$ cat src/hdl/tuple_pkg.sv
package tuple_pkg;

    // Tuple geometry
    localparam int TUPLE_FIELDS = 16;
    localparam int FIELD_W      = 32;
    localparam int BEAT_W       = TUPLE_FIELDS * FIELD_W;

    // Width of the tag taken from the stream ID
    localparam int ID_W = 6;

    // One tuple as unpacked from a host beat
    // Field i sits in beat bits 32i+31:32i, so fields[0] is the low word
    typedef struct packed {
        logic [ID_W-1:0]                          id;
        logic [TUPLE_FIELDS-1:0][FIELD_W-1:0]     fields;
    } tuple_t;

    // Reduced result, sum is modulo 2^FIELD_W
    typedef struct packed {
        logic [ID_W-1:0]    id;
        logic [FIELD_W-1:0] sum;
    } sum_t;

endpackage

$ cat src/hdl/tuple_stream_if.sv
`timescale 1ns/1ps

// Valid/ready stream between blocks of the tuple path
// A transfer happens on a rising edge with valid and ready both high
interface tuple_stream_if #(
    parameter type payload_t = logic [31:0]
);

    logic     valid;
    logic     ready;
    payload_t data;

    // Upstream side, holds valid and data until taken
    modport master (
        output valid,
        output data,
        input  ready
    );

    // Downstream side
    modport slave (
        input  valid,
        input  data,
        output ready
    );

endinterface

$ cat src/hdl/tuple_adder.sv
`timescale 1ns/1ps

// Two-stage adder tree, sixteen fields to four partials to one sum
module tuple_adder (
    input  logic                              aclk,
    input  logic                              reset,

    tuple_stream_if.slave                     tuples,

    output logic                              src_tvalid,
    input  logic                              src_tready,
    output logic [tuple_pkg::FIELD_W-1:0]     src_tdata,
    output logic [tuple_pkg::ID_W-1:0]        src_tid
);

    localparam int GROUPS     = 4;
    localparam int GROUP_SIZE = tuple_pkg::TUPLE_FIELDS / GROUPS;

    logic [GROUPS-1:0][tuple_pkg::FIELD_W-1:0] partial_next;
    logic [GROUPS-1:0][tuple_pkg::FIELD_W-1:0] s1_partial;
    logic [tuple_pkg::ID_W-1:0]                s1_id;
    logic                                      s1_valid;
    logic                                      s1_ready;

    logic [tuple_pkg::FIELD_W-1:0]             total_next;
    tuple_pkg::sum_t                           s2_result;
    logic                                      s2_valid;
    logic                                      s2_ready;

    // Ready chain, an empty stage fills even while the next one stalls
    assign s2_ready     = !s2_valid || src_tready;
    assign s1_ready     = !s1_valid || s2_ready;
    assign tuples.ready = s1_ready;

    // Stage 1 adders, each group covers four neighbouring fields
    always_comb begin
        logic [tuple_pkg::FIELD_W-1:0] acc;
        for (int g = 0; g < GROUPS; g++) begin
            acc = '0;
            for (int f = 0; f < GROUP_SIZE; f++) begin
                acc = acc + tuples.data.fields[g*GROUP_SIZE + f];
            end
            partial_next[g] = acc;
        end
    end

    always_ff @(posedge aclk) begin
        if (reset) begin
            s1_valid <= 1'b0;
        end else if (s1_ready) begin
            s1_valid <= tuples.valid;
        end
    end

    always_ff @(posedge aclk) begin
        if (tuples.valid && s1_ready) begin
            s1_partial <= partial_next;
            s1_id      <= tuples.data.id;
        end
    end

    // Stage 2, wraps modulo 2^32
    always_comb begin
        total_next = '0;
        for (int g = 0; g < GROUPS; g++) begin
            total_next = total_next + s1_partial[g];
        end
    end

    always_ff @(posedge aclk) begin
        if (reset) begin
            s2_valid <= 1'b0;
        end else if (s2_ready) begin
            s2_valid <= s1_valid;
        end
    end

    always_ff @(posedge aclk) begin
        if (s1_valid && s2_ready) begin
            s2_result.sum <= total_next;
            s2_result.id  <= s1_id;
        end
    end

    assign src_tvalid = s2_valid;
    assign src_tdata  = s2_result.sum;
    assign src_tid    = s2_result.id;

endmodule

$ cat src/hdl/tuple_fifo.sv
`timescale 1ns/1ps

// Show-ahead FIFO, head entry is on rd.data whenever rd.valid is high
module tuple_fifo #(
    parameter type payload_t = tuple_pkg::tuple_t,
    parameter int  DEPTH     = 8
) (
    input  logic          aclk,
    input  logic          reset,

    tuple_stream_if.slave  wr,
    tuple_stream_if.master rd
);

    localparam int PTR_W = (DEPTH > 1) ? $clog2(DEPTH) : 1;

    payload_t         mem [DEPTH];
    logic [PTR_W-1:0] wr_ptr;
    logic [PTR_W-1:0] rd_ptr;
    logic [PTR_W:0]   count;

    logic full;
    logic empty;
    logic wr_en;
    logic rd_en;

    assign full  = (count == DEPTH[PTR_W:0]);
    assign empty = (count == '0);

    // A read in the same cycle frees the slot for a write when full
    assign wr.ready = !full || rd.ready;
    assign wr_en    = wr.valid && wr.ready;

    assign rd.valid = !empty;
    assign rd.data  = mem[rd_ptr];
    assign rd_en    = rd.valid && rd.ready;

    // Storage
    always_ff @(posedge aclk) begin
        if (wr_en) begin
            mem[wr_ptr] <= wr.data;
        end
    end

    // Pointers wrap on their own since DEPTH is a power of two
    always_ff @(posedge aclk) begin
        if (reset) begin
            wr_ptr <= '0;
        end else if (wr_en) begin
            wr_ptr <= wr_ptr + 1'b1;
        end
    end

    always_ff @(posedge aclk) begin
        if (reset) begin
            rd_ptr <= '0;
        end else if (rd_en) begin
            rd_ptr <= rd_ptr + 1'b1;
        end
    end

    // Occupancy
    always_ff @(posedge aclk) begin
        if (reset) begin
            count <= '0;
        end else begin
            case ({wr_en, rd_en})
                2'b10:   count <= count + 1'b1;
                2'b01:   count <= count - 1'b1;
                default: count <= count;
            endcase
        end
    end

endmodule

$ cat src/hdl/tuple_sum_top.sv
`timescale 1ns/1ps

// Tuple reduction for the host stream of the user-logic slot
// Host beat in, one tagged 32-bit sum out per beat
module tuple_sum_top #(
    parameter int FIFO_DEPTH = 8
) (
    input  logic                             aclk,
    input  logic                             reset,

    // Host sink stream
    input  logic                             sink_tvalid,
    output logic                             sink_tready,
    input  logic [tuple_pkg::BEAT_W-1:0]     sink_tdata,
    input  logic [tuple_pkg::ID_W-1:0]       sink_tid,

    // Host source stream
    output logic                             src_tvalid,
    input  logic                             src_tready,
    output logic [tuple_pkg::FIELD_W-1:0]    src_tdata,
    output logic [tuple_pkg::ID_W-1:0]       src_tid
);

    // Unpack slice to FIFO
    tuple_stream_if #(
        .payload_t (tuple_pkg::tuple_t)
    ) tuple_bus ();

    // FIFO head to adder tree
    tuple_stream_if #(
        .payload_t (tuple_pkg::tuple_t)
    ) fifo_bus ();

    tuple_unpack u_unpack (
        .aclk        (aclk),
        .reset       (reset),
        .sink_tvalid (sink_tvalid),
        .sink_tready (sink_tready),
        .sink_tdata  (sink_tdata),
        .sink_tid    (sink_tid),
        .tuples      (tuple_bus.master)
    );

    // Sets how many tuples can wait while the host stalls the result
    tuple_fifo #(
        .payload_t (tuple_pkg::tuple_t),
        .DEPTH     (FIFO_DEPTH)
    ) u_fifo (
        .aclk  (aclk),
        .reset (reset),
        .wr    (tuple_bus.slave),
        .rd    (fifo_bus.master)
    );

    tuple_adder u_adder (
        .aclk       (aclk),
        .reset      (reset),
        .tuples     (fifo_bus.slave),
        .src_tvalid (src_tvalid),
        .src_tready (src_tready),
        .src_tdata  (src_tdata),
        .src_tid    (src_tid)
    );

endmodule

$ cat src/hdl/tuple_unpack.sv
`timescale 1ns/1ps

module tuple_unpack (
    input  logic                             aclk,
    input  logic                             reset,

    input  logic                             sink_tvalid,
    output logic                             sink_tready,
    input  logic [tuple_pkg::BEAT_W-1:0]     sink_tdata,
    input  logic [tuple_pkg::ID_W-1:0]       sink_tid,

    tuple_stream_if.master                   tuples
);

    tuple_pkg::tuple_t beat_tuple;
    tuple_pkg::tuple_t slice_data;
    logic              slice_full;
    logic              beat_take;

    // Cut the beat into fields, field 0 from the low word
    always_comb begin
        beat_tuple.id = sink_tid;
        for (int i = 0; i < tuple_pkg::TUPLE_FIELDS; i++) begin
            beat_tuple.fields[i] = sink_tdata[i*tuple_pkg::FIELD_W +: tuple_pkg::FIELD_W];
        end
    end

    // Slice takes a new beat when empty or when its entry leaves now
    assign sink_tready = !slice_full || tuples.ready;
    assign beat_take   = sink_tvalid && sink_tready;

    always_ff @(posedge aclk) begin
        if (reset) begin
            slice_full <= 1'b0;
        end else if (sink_tready) begin
            slice_full <= sink_tvalid;
        end
    end

    always_ff @(posedge aclk) begin
        if (beat_take) begin
            slice_data <= beat_tuple;
        end
    end

    assign tuples.valid = slice_full;
    assign tuples.data  = slice_data;

endmodule

$ cat config.mk
export PLATFORM = sky130hd
export DESIGN_NAME = tuple_sum_top
export DESIGN_NICKNAME = d
export VERILOG_FILES = /design/src/hdl/tuple_pkg.sv /design/src/hdl/tuple_stream_if.sv /design/src/hdl/tuple_adder.sv /design/src/hdl/tuple_fifo.sv /design/src/hdl/tuple_sum_top.sv /design/src/hdl/tuple_unpack.sv
export SDC_FILE = /design/constraint.sdc
export NUM_CORES = 2
export LEC_CHECK = 0
export BUFFER_PORTS_ARGS = -buffer_cell sky130_fd_sc_hd__buf_2
export CAP_MARGIN = 25
export CORE_AREA = 3 3 760 762
export CTS_CLUSTER_DIAMETER = 30
export DETAILED_ROUTE_END_ITERATION = 6
export DIE_AREA = 0 0 763 765
export GPL_ROUTABILITY_DRIVEN = 0
export SLEW_MARGIN = 10
export SYNTH_ARGS = -nofsm -noshare
export SYNTH_HDL_FRONTEND = slang
export SYNTH_HIERARCHICAL = 1
export SYNTH_MEMORY_MAX_BITS = 65536
export SYNTH_SLANG_ARGS = --single-unit
export TNS_END_PERCENT = 100
$ cat constraint.sdc
create_clock -name aclk -period 66.8 [get_ports aclk]
set_input_delay 3.34 -clock aclk [delete_from_list [all_inputs] [get_ports aclk]]
set_output_delay 3.34 -clock aclk [all_outputs]
set_load 0.005 [all_outputs]
* After elaboration in Yosys (flattened, before gate mapping)
Memories as Yosys holds them, arrays and structs flattened. A register that Yosys moved wholly into a read port is not among the register bits.
Cells that the tools add are included.
** Storage, ports and cells
- Memories :: 1
- Output and inout bits :: 40
- Bits in registers :: 703
- Word-level logic and storage cells :: 73
- RAM bits :: 4144
** Memory list
- u_fifo.mem :: words 8, width 518, read ports 1, clocked after Yosys merged registers in 1, wr ports 1, RTL line tuple_fifo.sv:17 : payload_t mem [DEPTH];
** Cells by class
- Equal/unequal tests :: 3
- Add/subtract/negate cells :: 19
- Reduce and logical (&&, ||, !) cells :: 15
- Multiplexer cells :: 5
** Operators with widths (number)
- $add 32x32->32 :: 15
- $pmux 4 s2 :: 1
- $add 3x1->3 const B :: 2
- $mux 3 :: 2
- $logic_not 1->1 :: 5
- $add 4x1->4 const B :: 1
- $eq 4x4->1 const B :: 1
- $logic_and 1x1->1 :: 4
- $logic_not 4->1 :: 1
- $logic_or 1x1->1 :: 4
- $sub 4x1->4 const B :: 1
- $eq 2x1->1 const B :: 1
- $eq 2x2->1 const B :: 1
- $mux 1 :: 2
- $reduce_bool 2->1 :: 1

* Logic depth before layout (Yosys ltp)
- Word-level depth :: 7
- Gate-level depth with buffers :: 20

* Hierarchy
The synthesis kept the hierarchy.
** Modules (own cells, without submodules)
- tuple_fifo :: seq. area each 124699.6 um^2, cells an instance 6061, area an instance 155534.2 um^2, times used 1
- tuple_adder :: seq. area each 5205.0 um^2, cells an instance 2478, area an instance 22670.5 um^2, times used 1
- tuple_unpack :: seq. area each 15574.9 um^2, cells an instance 523, area an instance 15610.0 um^2, times used 1

* Worst setup path before layout
OpenSTA, ideal clock, no wires.
- Kind :: input-to-reg
- Start :: input port src_tready
- End :: memory u_fifo/mem[0][0] (netlist bit) (enable)
- Data arrival time :: 52.316 ns
- Data required time :: 64.134 ns
- Path buffers :: 0
- Setup slack :: 11.818 ns
- Library setup time :: 2.666 ns
- Cell stages on the path :: 5
- Cells stage by stage :: nor2b_1 nand2_1 nand2b_1 o21ai_2 nor4_1
** Between the ends
- Cells in the longest elaborated chain, start to end :: 6
** RTL lines
- start, declared :: RTL line tuple_sum_top.sv:19 : input logic src_tready,
- $logic_or 1x1->1 :: RTL line tuple_adder.sv:31 : assign s2_ready = !s2_valid || src_tready;
- $logic_or 1x1->1 :: RTL line tuple_adder.sv:32 : assign s1_ready = !s1_valid || s2_ready;
- net fifo_bus.ready :: RTL line tuple_stream_if.sv:10 : logic ready;
- $logic_or 1x1->1 :: RTL line tuple_fifo.sv:31 : assign wr.ready = !full || rd.ready;
- $logic_and 1x1->1 :: RTL line tuple_fifo.sv:32 : assign wr_en = wr.valid && wr.ready;
- $mux 1 :: RTL line tuple_fifo.sv:40 : if (wr_en) begin
- $mux 1 (not written as such) :: RTL line tuple_fifo.sv:41 : mem[wr_ptr] <= wr.data;
- end, declared :: RTL line tuple_fifo.sv:17
The timed path passes the listed nets, and every way through them passes these cells.

==> results.md <==
* Status: completed
* Setup_tns at 0 ps
* Pre-CTS setup slack at roughly 57000 ps
* Area growth syn-to-layout at 24.9%
* Grt ovf at 0
* # resized after CTS at 0
* Final setup margin at 57590 ps
* CP Buf/Inv Count at 9
* 1st-pass router iterations at 7
* Syn_nets at roughly 10000
* Initial antenna violation count at 63
* Setup CP Type: reg2reg
* Worst EP arrival at 10100 ps
* Max-Cap Viols at 0
* Top FF cell, synth: edfxtp_1
* Slew HR at 16.9%
* Global Route Usage Sum at 17.1%
* CTS Sinks at about 4900
* CTS buffer count at 1097
* Fillers at 48700
* Synthesized area at 194000 um2
* Initial Utilization at 33.9%
* Reg area at 145000 um2
* Commonest non-fill, non-tap cells in the layout: edfxtp_1 (4834), clkbuf_16 (1118), mux4_2 (1036)
* Multi-input logic area at 43600 um2
* Height of the die at 765 um
* Post-Syn Area per Cell at around 21 um2
* Clock skew at between 80 and 90 ps
* Max Buffers Root-to-Sink at 5
* Later-pin clock latency in the skew report at 1140 ps
* Yosys reg bits at 4850
* Slowest CP cell: buf_4
* # hold bufs at CTS at 0
* First-pass GRT wire length at 716 mm
* Share of layout cells above drive strength 1 at 34.9%
* CP delay by family, top: buffers and inverters
* Clock Tree Root: clkbuf_16
* CTS tree: done
* Row Count at 278
* Worst-margin pin slew at 1250 ps
* CP Capture Type: register
* Commonest non-fill, non-tap cell in the layout: edfxtp_1
* Routed wire per std cell at 26.5 um
* Final min period at a little over 9000 ps
* DRC at 0
* Netlist cell types at 79
* Ys async rst share at 0%
* Max Slew Vio Count at 0
* Max stage delay on crit path at 710 ps
* Setup Buffers After CTS at 0
* Routed vias at 94000
* Vias per cell at roughly 5.0
* Horizontal die dimension at about 760 um
* Tcrit/Tclk final at roughly 14%
* Largest net degree at the start of global routing at 121
* Worst-path clk slew at 50 ps
* Hold Startpoint: u_adder/s1_id[2]$_DFFE_PP_
* Ys Warns at 6
* F_max at approximately 110 MHz
* Core box area at 572000 um2
* Sequential fraction of the synthesis area at 75.1%
* Mapped Cells at 9062
* 1st-iter DRT viols at roughly 8500
* DIE AREA at 584000 um2
* Nets@finish at 11600
* WL final at approximately 500 mm
* Crit path max fanout at 37
* Post-synth EDFFs at 4834
* IO Pins at 562
* Hold Crit Class: reg2reg
* Worst path required time at 67700 ps
* Final-report hold violation count at 0
* Top cell by count, worst path: buf_4
* Setup violations, final at 0
* Type of origin of the critical path: register
* Unrepaired setup endpoints after global routing: no
* Crit-path cells: buf_4 > buf_4 > buf_4 > buf_4 > buf_4 > buf_4 > buf_16 > mux4_2 > mux2_2 > inv_1 > fa_1 > fa_1 > inv_1 > ha_1 > a21o_1 > a21o_1 > a21oi_1 > o21ai_0 > o311ai_1 > nand2_1 > o311ai_1
* Post-route ant nets at 0
* Vias in the first global route at 99000
* # H-tree levels at 7
* I/O Buffers at about 560
* HPWL after DPL at approximately 310 mm
==> worst reg2reg max path, cell delays in order (launching register included) <==
cell	delay [ps]
dfxtp_4	700
buf_4	630
buf_4	590
buf_4	710
buf_4	750
buf_4	770
buf_4	510
buf_16	320
mux4_2	590
mux2_2	270
inv_1	80
fa_1	460
fa_1	500
inv_1	50
ha_1	360
a21o_1	200
a21o_1	190
a21oi_1	150
o21ai_0	170
o311ai_1	490
nand2_1	190
o311ai_1	320
==> synth_stat cells (20+ instances only) <==
library cell     n  area share (%)
nor3_1          20           0.052
o21ai_0         81            0.21
nand3_1         34           0.088
fa_1           310             3.2
clkbuf_1       182            0.35
a21oi_1        140            0.36
edfxtp_1      4834              75
mux2_2         521             3.0
a211oi_1        24           0.093
a21o_1          87            0.34
xor2_1          49            0.22
buf_1           20           0.039
xnor2_1        114            0.52
mux4_2        1036              12
nand2_1         92            0.18
inv_1          884             1.7
buf_2          118            0.30
nor2_1          85            0.16
o21a_1          21           0.081
ha_1           160             1.0
==> cell families (layout without fill, tap and decap cells) <==
kind of cell,after synthesis,after routing,synth area share (%)
mux,1560,1560,15.1
fa+ha+maj,470,470,4.23
compound gates,477,477,1.61
flops,4850,4850,75.1
xor+xnor,163,163,0.737
other cells,0,13,0
simple gates,331,331,0.831
buf+inv,1211,3497,2.45
==> final cells by class <==
cell class | instances | area share [%]
sequential | 4850 | 60.1
antenna | 13 | 0.0134
inverter | 884 | 1.37
timing repair buffer | 731 | 1.85
clock buffer | 1231 | 11.7
multi-input combinational | 3001 | 18.0
tap | 7560 | 3.91
clock inverter | 651 | 2.99
==> final timing paths <==
| path | end | slack, ps | cells past startpoint |
|---|---|---|---|
| worst max-delay path | u_adder/s1_partial[127]$_DFFE_PP_ | 57590 | 21 |
| worst min-delay path | u_adder/src_tid[2]$_DFFE_PP_ | 410 | 0 |
| worst max register to register | u_adder/s1_partial[127]$_DFFE_PP_ | 57590 | 21 |
| worst min register to register | u_adder/src_tid[2]$_DFFE_PP_ | 410 | 0 |
==> sequential cells by signal (all words and copies together), names as in the netlist, named ones only <==
register / flops
u_fifo/mem: 4144
u_unpack/tuples.data: 518
u_adder/s1_partial: 128
u_adder/src_tdata: 32
u_adder/s1_id: 6
u_adder/src_tid: 6
u_fifo/count: 4
u_fifo/rd_ptr: 3
u_fifo/wr_ptr: 3
u_adder/s1_valid: 1
u_adder/src_tvalid: 1
u_unpack/tuples.valid: 1
==> routing by layer <==
layer | vias up | share of wire, % | global-route usage, %
met5 | - | 0.010 | 0
met1 | 50000 | 44 | 23.9
li1 | 39500 | - | -
met2 | 3548 | 47 | 26.6
met4 | 8 | 2.7 | 5.99
met3 | 878 | 6.2 | 3.63
==> per-stage QoR <==
step                      utilization (%)  hold WS (ps)  instance area [um2]  cells
after global placement               36.0           406               206000  17000
final                                42.3           409               242000  18900
after floorplan                         -           400               194000   9062
after global routing                 42.3           411               242000  18900
after detailed placement             36.0           405               206000  17000
after CTS                            42.3           405               242000  18900
Power is left out: the tool's default activity adds up to more than one toggle a clock period on the data nets, which glitch-free logic cannot reach.
